[config.mk]
export PLATFORM = sky130hd
export DESIGN_NAME = corr_top
export DESIGN_NICKNAME = d
export VERILOG_FILES = /design/src/corr_pkg.sv /design/src/corr_top.sv /design/src/correlator_core.sv /design/src/line_sampler.sv /design/src/packet_builder.sv /design/src/uart_tx.sv
export VERILOG_INCLUDE_DIRS = /design/src /design/src/src
export SDC_FILE = /design/constraint.sdc
export NUM_CORES = 2
export LEC_CHECK = 0
export BUFFER_PORTS_ARGS = -buffer_cell sky130_fd_sc_hd__buf_2
export CELL_PAD_IN_SITES_DETAIL_PLACEMENT = 1
export CELL_PAD_IN_SITES_GLOBAL_PLACEMENT = 1
export CORE_ASPECT_RATIO = 0.8
export CORE_UTILIZATION = 57
export DETAILED_ROUTE_END_ITERATION = 10
export PLACE_DENSITY = 0.95
export SLEW_MARGIN = 20
export SYNTH_ARGS = -nofsm -noshare
export SYNTH_HDL_FRONTEND = slang
export SYNTH_SLANG_ARGS = --single-unit
export TNS_END_PERCENT = 5
[constraint.sdc]
create_clock -name intclk -period 43.1 [get_ports intclk]
set_clock_uncertainty 0.05 [all_clocks]
set_input_delay 8.62 -clock intclk [delete_from_list [all_inputs] [get_ports intclk]]
set_output_delay 8.62 -clock intclk [all_outputs]
set_load 0.02 [all_outputs]
[src/corr_settings.svh]
//########################################
// correlator build constants
// line count, auto lags, counter width
// sample divisor, frame length, baud divisor
//########################################

`ifndef CORR_SETTINGS_SVH
`define CORR_SETTINGS_SVH

`define CORR_LINES 4        // one-bit input lines
`define CORR_LAGS 2         // auto lags 1..CORR_LAGS

`define CORR_RES 16         // bits per counter

`define CORR_SMP_DIV 4      // intclk cycles per sample tick
`define CORR_FRAME 1024     // samples per frame

`define CORR_BAUD_DIV 4     // intclk cycles per uart bit

// ones + auto + cross pairs
`define CORR_NUM_CNT (`CORR_LINES + `CORR_LINES * `CORR_LAGS + \
	`CORR_LINES * (`CORR_LINES - 1) / 2)

`endif

[src/corr_pkg.sv]
//########################################
// correlator types
// sample, counter, counter bank, frame number
// packet builder FSM states
//########################################

`default_nettype none

`include "corr_settings.svh"

package corr_pkg;

	typedef logic [`CORR_LINES-1:0] sample_t;
	typedef logic [`CORR_RES-1:0] count_t;

	// counter 0 sits in the top bits, so the bank reads out MSB first
	typedef logic [`CORR_NUM_CNT*`CORR_RES-1:0] cnt_bank_t;

	typedef logic [7:0] frame_num_t;

	typedef enum logic [2:0] {
		idle,
		send_start,
		send_hex,
		send_frame,
		send_end
	} builder_state_t;

endpackage

`default_nettype wire

[src/corr_top.sv]
//########################################
// correlator top level
// sampler, core, packet builder, uart
//########################################

`default_nettype none

module corr_top
	import corr_pkg::*;
(
	input wire intclk,
	input wire rst_n,
	input wire sample_t line_in,
	input wire sample_t invert_mask,
	input wire integrate,
	output logic tx,
	output logic busy
);

	sample_t sample;
	logic sample_tick;
	cnt_bank_t counts;
	frame_num_t frame_num;
	logic frame_end;
	logic [7:0] tx_byte;
	logic tx_start;
	logic tx_busy;

	line_sampler i_sampler (
		.intclk(intclk), .rst_n(rst_n),
		.line_in(line_in), .invert_mask(invert_mask),
		.sample(sample), .sample_tick(sample_tick)
	);

	correlator_core i_core (
		.intclk(intclk), .rst_n(rst_n), .integrate(integrate),
		.sample(sample), .sample_tick(sample_tick),
		.counts(counts), .frame_num(frame_num), .frame_end(frame_end)
	);

	packet_builder i_builder (
		.intclk(intclk), .rst_n(rst_n),
		.counts(counts), .frame_num(frame_num), .frame_end(frame_end),
		.tx_busy(tx_busy), .tx_byte(tx_byte), .tx_start(tx_start), .busy(busy)
	);

	uart_tx i_uart (
		.intclk(intclk), .rst_n(rst_n),
		.tx_byte(tx_byte), .tx_start(tx_start),
		.tx(tx), .tx_busy(tx_busy)
	);

endmodule

`default_nettype wire

[src/correlator_core.sv]
//########################################
// correlator processing
// lag history, ones, auto and cross counters
// sample and frame counting
// end-of-frame snapshot and strobe
//########################################

`default_nettype none

`include "corr_settings.svh"

module correlator_core
	import corr_pkg::*;
(
	input wire intclk,
	input wire rst_n,
	input wire integrate,
	input wire sample_t sample,
	input wire sample_tick,
	output cnt_bank_t counts,
	output frame_num_t frame_num,
	output logic frame_end
);

	localparam int ONES_BASE = 0;
	localparam int AUTO_BASE = ONES_BASE + `CORR_LINES;
	localparam int CROSS_BASE = AUTO_BASE + `CORR_LINES * `CORR_LAGS;
	localparam int SMP_W = $clog2(`CORR_FRAME);

	sample_t hist [`CORR_LAGS];  // hist[g] is the sample g+1 ticks back
	count_t cnt [`CORR_NUM_CNT];
	count_t nxt [`CORR_NUM_CNT];
	logic [`CORR_NUM_CNT-1:0] hit;
	logic [SMP_W-1:0] smp_cnt;
	frame_num_t frame_cnt;
	logic frame_done;

	assign frame_done = integrate && sample_tick && (smp_cnt == SMP_W'(`CORR_FRAME - 1));

	// one increment bit per counter for the current sample
	always_comb begin
		int k;
		k = CROSS_BASE;
		for (int l = 0; l < `CORR_LINES; l++) begin
			hit[ONES_BASE + l] = sample[l];
			for (int g = 0; g < `CORR_LAGS; g++) begin
				hit[AUTO_BASE + l * `CORR_LAGS + g] = ~(sample[l] ^ hist[g][l]);
			end
		end
		for (int a = 0; a < `CORR_LINES - 1; a++) begin
			for (int b = a + 1; b < `CORR_LINES; b++) begin
				hit[k] = ~(sample[a] ^ sample[b]);  // pairs 01, 02, 03, 12 ...
				k++;
			end
		end
		for (int i = 0; i < `CORR_NUM_CNT; i++) begin
			if (hit[i] && cnt[i] != '1) begin
				nxt[i] = cnt[i] + 1'b1;
			end else begin
				nxt[i] = cnt[i];  // holds at full scale
			end
		end
	end

	always_ff @(posedge intclk) begin
		if (!rst_n || !integrate) begin
			for (int i = 0; i < `CORR_NUM_CNT; i++) begin
				cnt[i] <= '0;
			end
			for (int g = 0; g < `CORR_LAGS; g++) begin
				hist[g] <= '0;
			end
			smp_cnt <= '0;
			frame_cnt <= '0;
		end else if (sample_tick) begin
			hist[0] <= sample;
			for (int g = 1; g < `CORR_LAGS; g++) begin
				hist[g] <= hist[g-1];
			end
			if (frame_done) begin
				for (int i = 0; i < `CORR_NUM_CNT; i++) begin
					cnt[i] <= '0;
				end
				smp_cnt <= '0;
				frame_cnt <= frame_cnt + 1'b1;  // wraps at 256
			end else begin
				cnt <= nxt;
				smp_cnt <= smp_cnt + 1'b1;
			end
		end
	end

	// final counts include the last sample of the frame
	always_ff @(posedge intclk) begin
		if (frame_done) begin
			for (int i = 0; i < `CORR_NUM_CNT; i++) begin
				counts[(`CORR_NUM_CNT-1-i)*`CORR_RES +: `CORR_RES] <= nxt[i];
			end
			frame_num <= frame_cnt;
		end
	end

	always_ff @(posedge intclk) begin
		if (!rst_n) begin
			frame_end <= 1'b0;
		end else begin
			frame_end <= frame_done;
		end
	end

endmodule

`default_nettype wire

[src/line_sampler.sv]
//########################################
// input side of the correlator
// sample tick divider
// polarity inversion and sample register
//########################################

`default_nettype none

`include "corr_settings.svh"

module line_sampler
	import corr_pkg::*;
(
	input wire intclk,
	input wire rst_n,
	input wire sample_t line_in,
	input wire sample_t invert_mask,
	output sample_t sample,
	output logic sample_tick
);

	localparam int DIV_W = $clog2(`CORR_SMP_DIV);

	logic [DIV_W-1:0] div_cnt;

	assign sample_tick = (div_cnt == DIV_W'(`CORR_SMP_DIV - 1));

	always_ff @(posedge intclk) begin
		if (!rst_n) begin
			div_cnt <= '0;
		end else if (sample_tick) begin
			div_cnt <= '0;
		end else begin
			div_cnt <= div_cnt + 1'b1;
		end
	end

	// the core sees this one tick later
	always_ff @(posedge intclk) begin
		if (!rst_n) begin
			sample <= '0;
		end else if (sample_tick) begin
			sample <= line_in ^ invert_mask;  // mask bit set flips the line
		end
	end

endmodule

`default_nettype wire

[src/packet_builder.sv]
//########################################
// packet builder FSM
// latches counters and frame number
// emits '<', hex counters, hex frame, '>'
//########################################

`default_nettype none

`include "corr_settings.svh"

module packet_builder
	import corr_pkg::*;
(
	input wire intclk,
	input wire rst_n,
	input wire cnt_bank_t counts,
	input wire frame_num_t frame_num,
	input wire frame_end,
	input wire tx_busy,
	output logic [7:0] tx_byte,
	output logic tx_start,
	output logic busy
);

	localparam int NIBS = `CORR_NUM_CNT * `CORR_RES / 4;
	localparam int NIB_W = $clog2(NIBS);

	builder_state_t state;
	cnt_bank_t bank;
	frame_num_t frm;
	logic [NIB_W-1:0] nib_cnt;
	logic ready;

	function automatic logic [7:0] hex_char(input logic [3:0] nib);
		if (nib < 4'd10) begin
			return 8'h30 + {4'h0, nib};
		end
		return 8'h37 + {4'h0, nib};  // 'A' for 10
	endfunction

	assign ready = !tx_busy && !tx_start;  // last start already taken by the uart
	assign busy = (state != idle) || tx_busy || tx_start;

	always_ff @(posedge intclk) begin
		if (!rst_n) begin
			state <= idle;
			tx_start <= 1'b0;
			nib_cnt <= '0;
		end else begin
			tx_start <= 1'b0;
			case (state)
				idle: if (frame_end) begin  // frames arriving mid-packet are dropped
					bank <= counts;
					frm <= frame_num;
					nib_cnt <= '0;
					state <= send_start;
				end
				send_start: if (ready) begin
					tx_byte <= 8'h3c;
					tx_start <= 1'b1;
					state <= send_hex;
				end
				send_hex: if (ready) begin
					tx_byte <= hex_char(bank[$bits(bank)-1 -: 4]);
					tx_start <= 1'b1;
					bank <= bank << 4;
					nib_cnt <= nib_cnt + 1'b1;
					if (nib_cnt == NIB_W'(NIBS - 1)) begin
						nib_cnt <= '0;
						state <= send_frame;
					end
				end
				send_frame: if (ready) begin
					tx_byte <= hex_char(frm[7:4]);
					tx_start <= 1'b1;
					frm <= frm << 4;
					nib_cnt <= nib_cnt + 1'b1;
					if (nib_cnt == NIB_W'(1)) begin
						state <= send_end;
					end
				end
				send_end: if (ready) begin
					tx_byte <= 8'h3e;
					tx_start <= 1'b1;
					state <= idle;
				end
				default: state <= idle;
			endcase
		end
	end

endmodule

`default_nettype wire

[src/uart_tx.sv]
//########################################
// 8N1 uart transmitter
// fixed bit period, busy level
//########################################

`default_nettype none

`include "corr_settings.svh"

module uart_tx (
	input wire intclk,
	input wire rst_n,
	input wire [7:0] tx_byte,
	input wire tx_start,
	output logic tx,
	output logic tx_busy
);

	localparam int BAUD_W = $clog2(`CORR_BAUD_DIV);

	logic [BAUD_W-1:0] baud_cnt;
	logic [3:0] bit_cnt;
	logic [8:0] shreg;  // data bits then stop

	always_ff @(posedge intclk) begin
		if (!rst_n) begin
			tx <= 1'b1;
			tx_busy <= 1'b0;
			baud_cnt <= '0;
			bit_cnt <= '0;
		end else if (!tx_busy) begin
			if (tx_start) begin
				shreg <= {1'b1, tx_byte};
				tx <= 1'b0;  // start bit
				tx_busy <= 1'b1;
				baud_cnt <= '0;
				bit_cnt <= '0;
			end
		end else if (baud_cnt == BAUD_W'(`CORR_BAUD_DIV - 1)) begin
			baud_cnt <= '0;
			if (bit_cnt == 4'd9) begin
				tx_busy <= 1'b0;  // stop bit done
			end else begin
				tx <= shreg[0];
				shreg <= {1'b0, shreg[8:1]};
				bit_cnt <= bit_cnt + 1'b1;
			end
		end else begin
			baud_cnt <= baud_cnt + 1'b1;
		end
	end

endmodule

`default_nettype wire
# --- Word-level counts from Yosys, hierarchy flattened ---
# Memories as Yosys holds them, arrays and structs flattened.
# Cells that the tools add are included.
word_totals:
  reg_bits: 941
  out_inout_bits: 2
  ramBits: 8
  memories: 1
classes:
  n_eq_ne: 37
  magnitude_cmp: 2
  n_addsub: 28
  n_reduce_logical: 46
  bitwise: 32
  n_mux: 83
mem_list:
  columns: ["name", "words", "word_bits", "read_ports", "rd_ports_with_merged_regs", "write_ports", "line_no", "rtl"]
  rows:
  - ["i_core.hist", 2, 4, 2, 0, 2, "correlator_core.sv:30", "sample_t hist [`CORR_LAGS];"]
op_table:
  columns: ["cell", "n"]
  rows:
  - ["288-bit 2-to-1 mux", 3]
  - ["288-bit one-hot mux with 2 select lines", 1]
  - ["16-bit by 1-bit adder with 16-bit output, second input constant", 18]
  - ["16-bit 2-to-1 mux", 18]
  - ["16-bit != test, second input constant", 18]
  - ["8-bit 2-to-1 mux", 10]
  - ["9-bit 2-to-1 mux", 4]
  - ["8-bit one-hot mux with 4 select lines", 1]
  - ["6-bit by 4-bit adder with 7-bit output, first input constant", 4]
  - ["7-bit 2-to-1 mux", 4]
  - ["4-bit 2-to-1 mux", 6]
  - ["1-bit 2-to-1 mux", 22]
  - ["1-bit logical AND", 21]
  - ["3-bit 2-to-1 mux", 7]
  - ["7-bit one-hot mux with 3 select lines", 1]
  - ["8-bit one-hot mux with 2 select lines", 1]
  - ["4-bit AND reduction", 4]
  - ["1-bit inverter", 15]
  - ["3-bit one-hot mux with 5 select lines", 1]
  - ["1-bit XOR", 14]
  - ["2-bit by 1-bit != test with 1-bit output, second input constant", 6]
  - ["10-bit by 1-bit adder with 10-bit output, second input constant", 1]
  - ["10-bit == test, second input constant", 1]
  - ["10-bit 2-to-1 mux", 1]
  - ["other kinds (28)", 46]

# --- Logic depth before layout (Yosys ltp) ---
logic_depth:
  depth_word: 8
  depth_mapped: 10

# --- Modules after synthesis ---
# A second synthesis with hierarchy kept.
hier_totals:
  hier_cells: 4289
  area_unflattened_um2: 43915.9
modules_own_cells:
  columns: ["module", "instances", "seq_area_each_um2", "cells_each", "area_per_inst_um2"]
  rows:
  - ["correlator_core", 1, 15274.6, 2842, 29253.1]
  - ["packet_builder", 1, 9318.9, 1358, 13608.1]
  - ["uart_tx", 1, 430.4, 66, 802.0]
  - ["line_sampler", 1, 120.1, 23, 252.7]

# --- Least setup slack after synthesis ---
# Ideal clock, no wire load.
synth_timing:
  kind: "input port to flip-flop"
  startpoint: "in rst_n"
  endpoint: "reg i_builder.bank[0] (enable)"
  path_slack_ns: 12.051
  arrival_ns: 29.637
  stages: 2
  setup_time_ns: 1.363
  path_cell_list: "nand2_1 > a211oi_1"
synth_between:
  elab_chain_len: 1
synth_rtl:
  columns: ["element", "line_no", "rtl"]
  rows:
  - ["start, declared", "corr_top.sv:12", "input wire rst_n,"]
  - ["4-bit AND reduction (no line)", null, null]
  - ["end signal, assigned", "packet_builder.sv:53", "bank <= counts;"]
  - ["end signal, assigned", "packet_builder.sv:66", "bank <= bank << 4;"]
  - ["end, declared", "packet_builder.sv:29", "cnt_bank_t bank;"]
# Every way passes these cells.
# A chain may end at the register's enable or synchronous reset.

# --- Final worst setup path ---
layout_timing:
  startpoint: "in rst_n"
  endpoint: "reg i_core.cnt[164] (netlist bit)"
layout_between:
  elab_chain_len: 2
layout_rtl:
  columns: ["element", "line_no", "rtl"]
  rows:
  - ["1-bit logical NOT", null, null]
  - ["1-bit logical OR", "correlator_core.sv:66", "if (!rst_n || !integrate) begin"]
  - ["end signal, assigned", "correlator_core.sv:87", "cnt <= nxt;"]
  - ["end, declared", "correlator_core.sv:31", "count_t cnt [`CORR_NUM_CNT];"]
# Every way passes these cells.

==> flow_metrics.py <==
metrics = {
    "grt": {
        "grt-ovfl-total": 0,
        "grt_max_degree": 189,
        "grt_pass1_vias": 33900,
        "antenna_found_initial": 6,
        "grt_pass1_wl_um": 217000,
        "globalRouteTotalUtil": 0.369,
    },
    "final_layout": {
        "layout_common_cells": "edfxtp_1, dfxtp_1, mux2_2, nand2_1, xnor2_1",
        "areaGrowthSynthToFinish_pct": 8.83,
        "num-fill-cells": 7244,
        "final_area_um2": 46700,
        "drive_gt1_frac": 0.149,
        "fin_nets": 3559,
        "final_common_cell": "edfxtp_1",
        "num_antenna_cells": 0,
    },
    "sta": {
        "layout_min_cycle_time_ps": 11630,
        "fin_tns_setup_ps": 0,
        "drv_slew": 0,
        "worst_slew_pin_slew_ps": 1270,
        "clock.fmax_mhz": 86.0,
        "rsz0062_at_grt": "false",
        "whs_ps": 395,
        "fin_crit_sh": 0.270,
        "slew_headroom": 0.150,
        "hold_viol": 0,
        "layout_setup_ws_ps": 31470,
        "setup_violations": 0,
    },
    "worst_setup_path": {
        "cp_cell_sequence": "buf_2 > nor2b_1 > and2_4 > inv_4 > buf_4 > o21ai_0 > nand2_1 > o21ai_0",
        "worst-setup-path-type": "in2reg",
        "startpoint_type": "input port",
        "cp_common_cell": "o21ai_0",
        "path_buf_inv": 3,
        "endpoint_kind": "flop",
        "critPathMaxStageDelay_ps": 860,
        "path_delay_family": "buffers and inverters",
        "arrival_ps": 12110,
        "critPathRequiredTime_ps": 43580,
        "cp_max_fo": 64,
        "cpMaxStageDelayCell": "buf_4",
    },
    "synth": {
        "synthArstFlopShare": 0,
        "yosysWarningCount": 0,
        "seq_area_frac_synth": 0.586,
        "avgSynthCellArea_um2": 11.9,
        "synth_flop_cell": "edfxtp_1",
        "syn_nets": 3650,
        "synth_seq_cells": 948,
        "synthCells": 3611,
        "synth-edff-count": 616,
        "syn_area_um2": 42900,
        "synth_cell_types": 78,
    },
    "clock_tree": {
        "ctsHoldBuffers": 0,
        "h-tree-depth": 3,
        "cts_tree": "yes",
        "cts-buffers-inserted": 93,
        "clkLatencyLatePin_ps": 700,
        "clk_pin_slew_ps": 80,
        "cts_setup_buffers": 0,
        "clockBufferDepth": 3,
        "ctsResizeCount": 0,
        "cts.sinks": 948,
        "cts_root_buffer": "clkbuf_16",
    },
    "placement": {
        "place_area_um2": 43600,
        "hpwl_um": 72600,
        "place.gp.congestion": 0.816,
        "dpl_worst_slack_ps": 30950,
        "portBuffers": 12,
    },
    "floorplan": {
        "die_y_um": 247,
        "start_util": 0.579,
        "rows": 89,
        "ios": 13,
        "core_area_um2": 74200,
        "die_area_um2": 76400,
        "die_x_um": 309,
    },
    "detailed_routing": {
        "wl_per_cell_um": 33.2,
        "via_per_inst": 7.40,
        "vias": 34000,
        "drc": 0,
        "final_antenna_net_count": 0,
        "first_pass_iters": 6,
        "routed_wl_um": 153000,
        "drt-initial-drc-count": 5026,
    },
    "power": {
        "cellLeakagePower_nw": 16.8,
        "power_per_cell_area_nw_per_um2": 40.4,
        "total_power_mw": 1.89,
        "peakVddDrop_v": 0.0000393,
    },
    "status": {
        "run_status": "completed",
    },
    "min_path": {
        "min_path_type": "reg2reg",
    },
    "run": {
        "maxCapViolCount": 0,
    },
}
## stage by stage
stage                     instances   util
after floorplan                3611      -
after global placement         4425  0.588
after detailed placement       4425  0.588
after CTS                      4598  0.629
after global routing           4599  0.630
final                          4599  0.630
## cell families after synthesis
logic type / Yosys count / share of synthesized area
simple gates: 991 / 0.120
buf+inv: 278 / 0.0263
xor+xnor: 300 / 0.0612
compound gates: 737 / 0.112
mux: 329 / 0.0860
fa+ha+maj: 28 / 0.00816
flops: 948 / 0.586
## Yosys cell counts, types with 6 or more instances
master / n / area [µm²]
a21oi_1: 118 / 591
nor3b_1: 12 / 90.1
mux2i_1: 9 / 90.1
xnor2_1: 194 / 1700
ha_1: 28 / 350
nor2b_1: 13 / 81.3
or2_2: 11 / 68.8
nand3_1: 113 / 566
o211a_1: 6 / 60.1
clkbuf_1: 138 / 518
o31ai_1: 63 / 473
a211oi_1: 8 / 60.1
o41ai_1: 7 / 61.3
o22a_1: 7 / 61.3
buf_2: 60 / 300
a22o_1: 34 / 298
mux2_2: 320 / 3600
inv_1: 59 / 221
a41oi_1: 38 / 333
edfxtp_1: 616 / 18500
xor2_1: 106 / 928
a2bb2oi_1: 6 / 52.6
nand2_1: 280 / 1050
nor4_1: 18 / 113
nand2b_1: 13 / 81.3
dfxtp_1: 332 / 6650
buf_1: 18 / 67.6
o211ai_1: 12 / 90.1
nor2_1: 134 / 503
a32o_1: 9 / 90.1
o21a_1: 15 / 113
or3_1: 33 / 206
nand4_1: 100 / 626
a31oi_1: 140 / 876
a21o_1: 34 / 255
and3_1: 60 / 375
and4_1: 48 / 420
or4_1: 14 / 105
and2_1: 53 / 332
o21ai_0: 191 / 956
nor3_1: 63 / 315
## worst reg2reg max path: cells and delay by family (launching register included)
family | cells | cell delay [ps]
fa+ha+maj | 1 | 720
buf+inv | 3 | 2100
flops | 1 | 340
simple gates | 2 | 810
## flip-flops by register name, indices dropped and copies added (netlist names), 2 cells and up
register	flops
i_builder.bank	288
i_builder.frm	8
i_builder.nib_cnt	7
i_builder.state	3
i_builder.tx_byte	7
i_core.cnt	288
i_core.counts	288
i_core.frame_cnt	8
i_core.frame_num	8
i_core.hist	8
i_core.smp_cnt	10
i_sampler.div_cnt	2
i_sampler.sample	4
i_uart.baud_cnt	2
i_uart.bit_cnt	4
i_uart.shreg	9
## final cells by class
type	count	area [µm²]	share of cell area
timing repair buffer	33	292	0.00624
clock buffer	139	2750	0.0589
sequential	948	25100	0.538
tap	1001	1250	0.0268
inverter	59	224	0.00479
clock inverter	34	349	0.00747
multi-input combinational	2385	16700	0.357
## power by group
part,internal [mW],switching [mW]
clock network,0.480,0.403
logic,0.0101,0.0318
registers,0.958,0.00506
## worst paths after layout
path                             start              endpoint  slack, ps  cells past startpoint
hold reg to reg   i_sampler.div_cnt[0]  i_sampler.div_cnt[0]        390                      1
setup / recovery                 rst_n       i_core.cnt[164]      31470                      8
setup reg to reg  i_sampler.div_cnt[0]    i_core.counts[122]      38610                      6
hold / removal    i_sampler.div_cnt[0]  i_sampler.div_cnt[0]        390                      1
## routing by layer
| layer | track usage | vias to the layer above | share of wire | wire length (µm) |
|---|---|---|---|---|
| li1 | - | 13400 | - | - |
| met1 | 0.460 | 16600 | 0.35 | 53800 |
| met2 | 0.618 | 3054 | 0.47 | 71400 |
| met3 | 0.0690 | 928 | 0.11 | 16300 |
| met4 | 0.184 | 8 | 0.074 | 11300 |
| met5 | 0 | - | 0.00028 | 43 |
No activity file was read; power rests on OpenSTA's default activity.
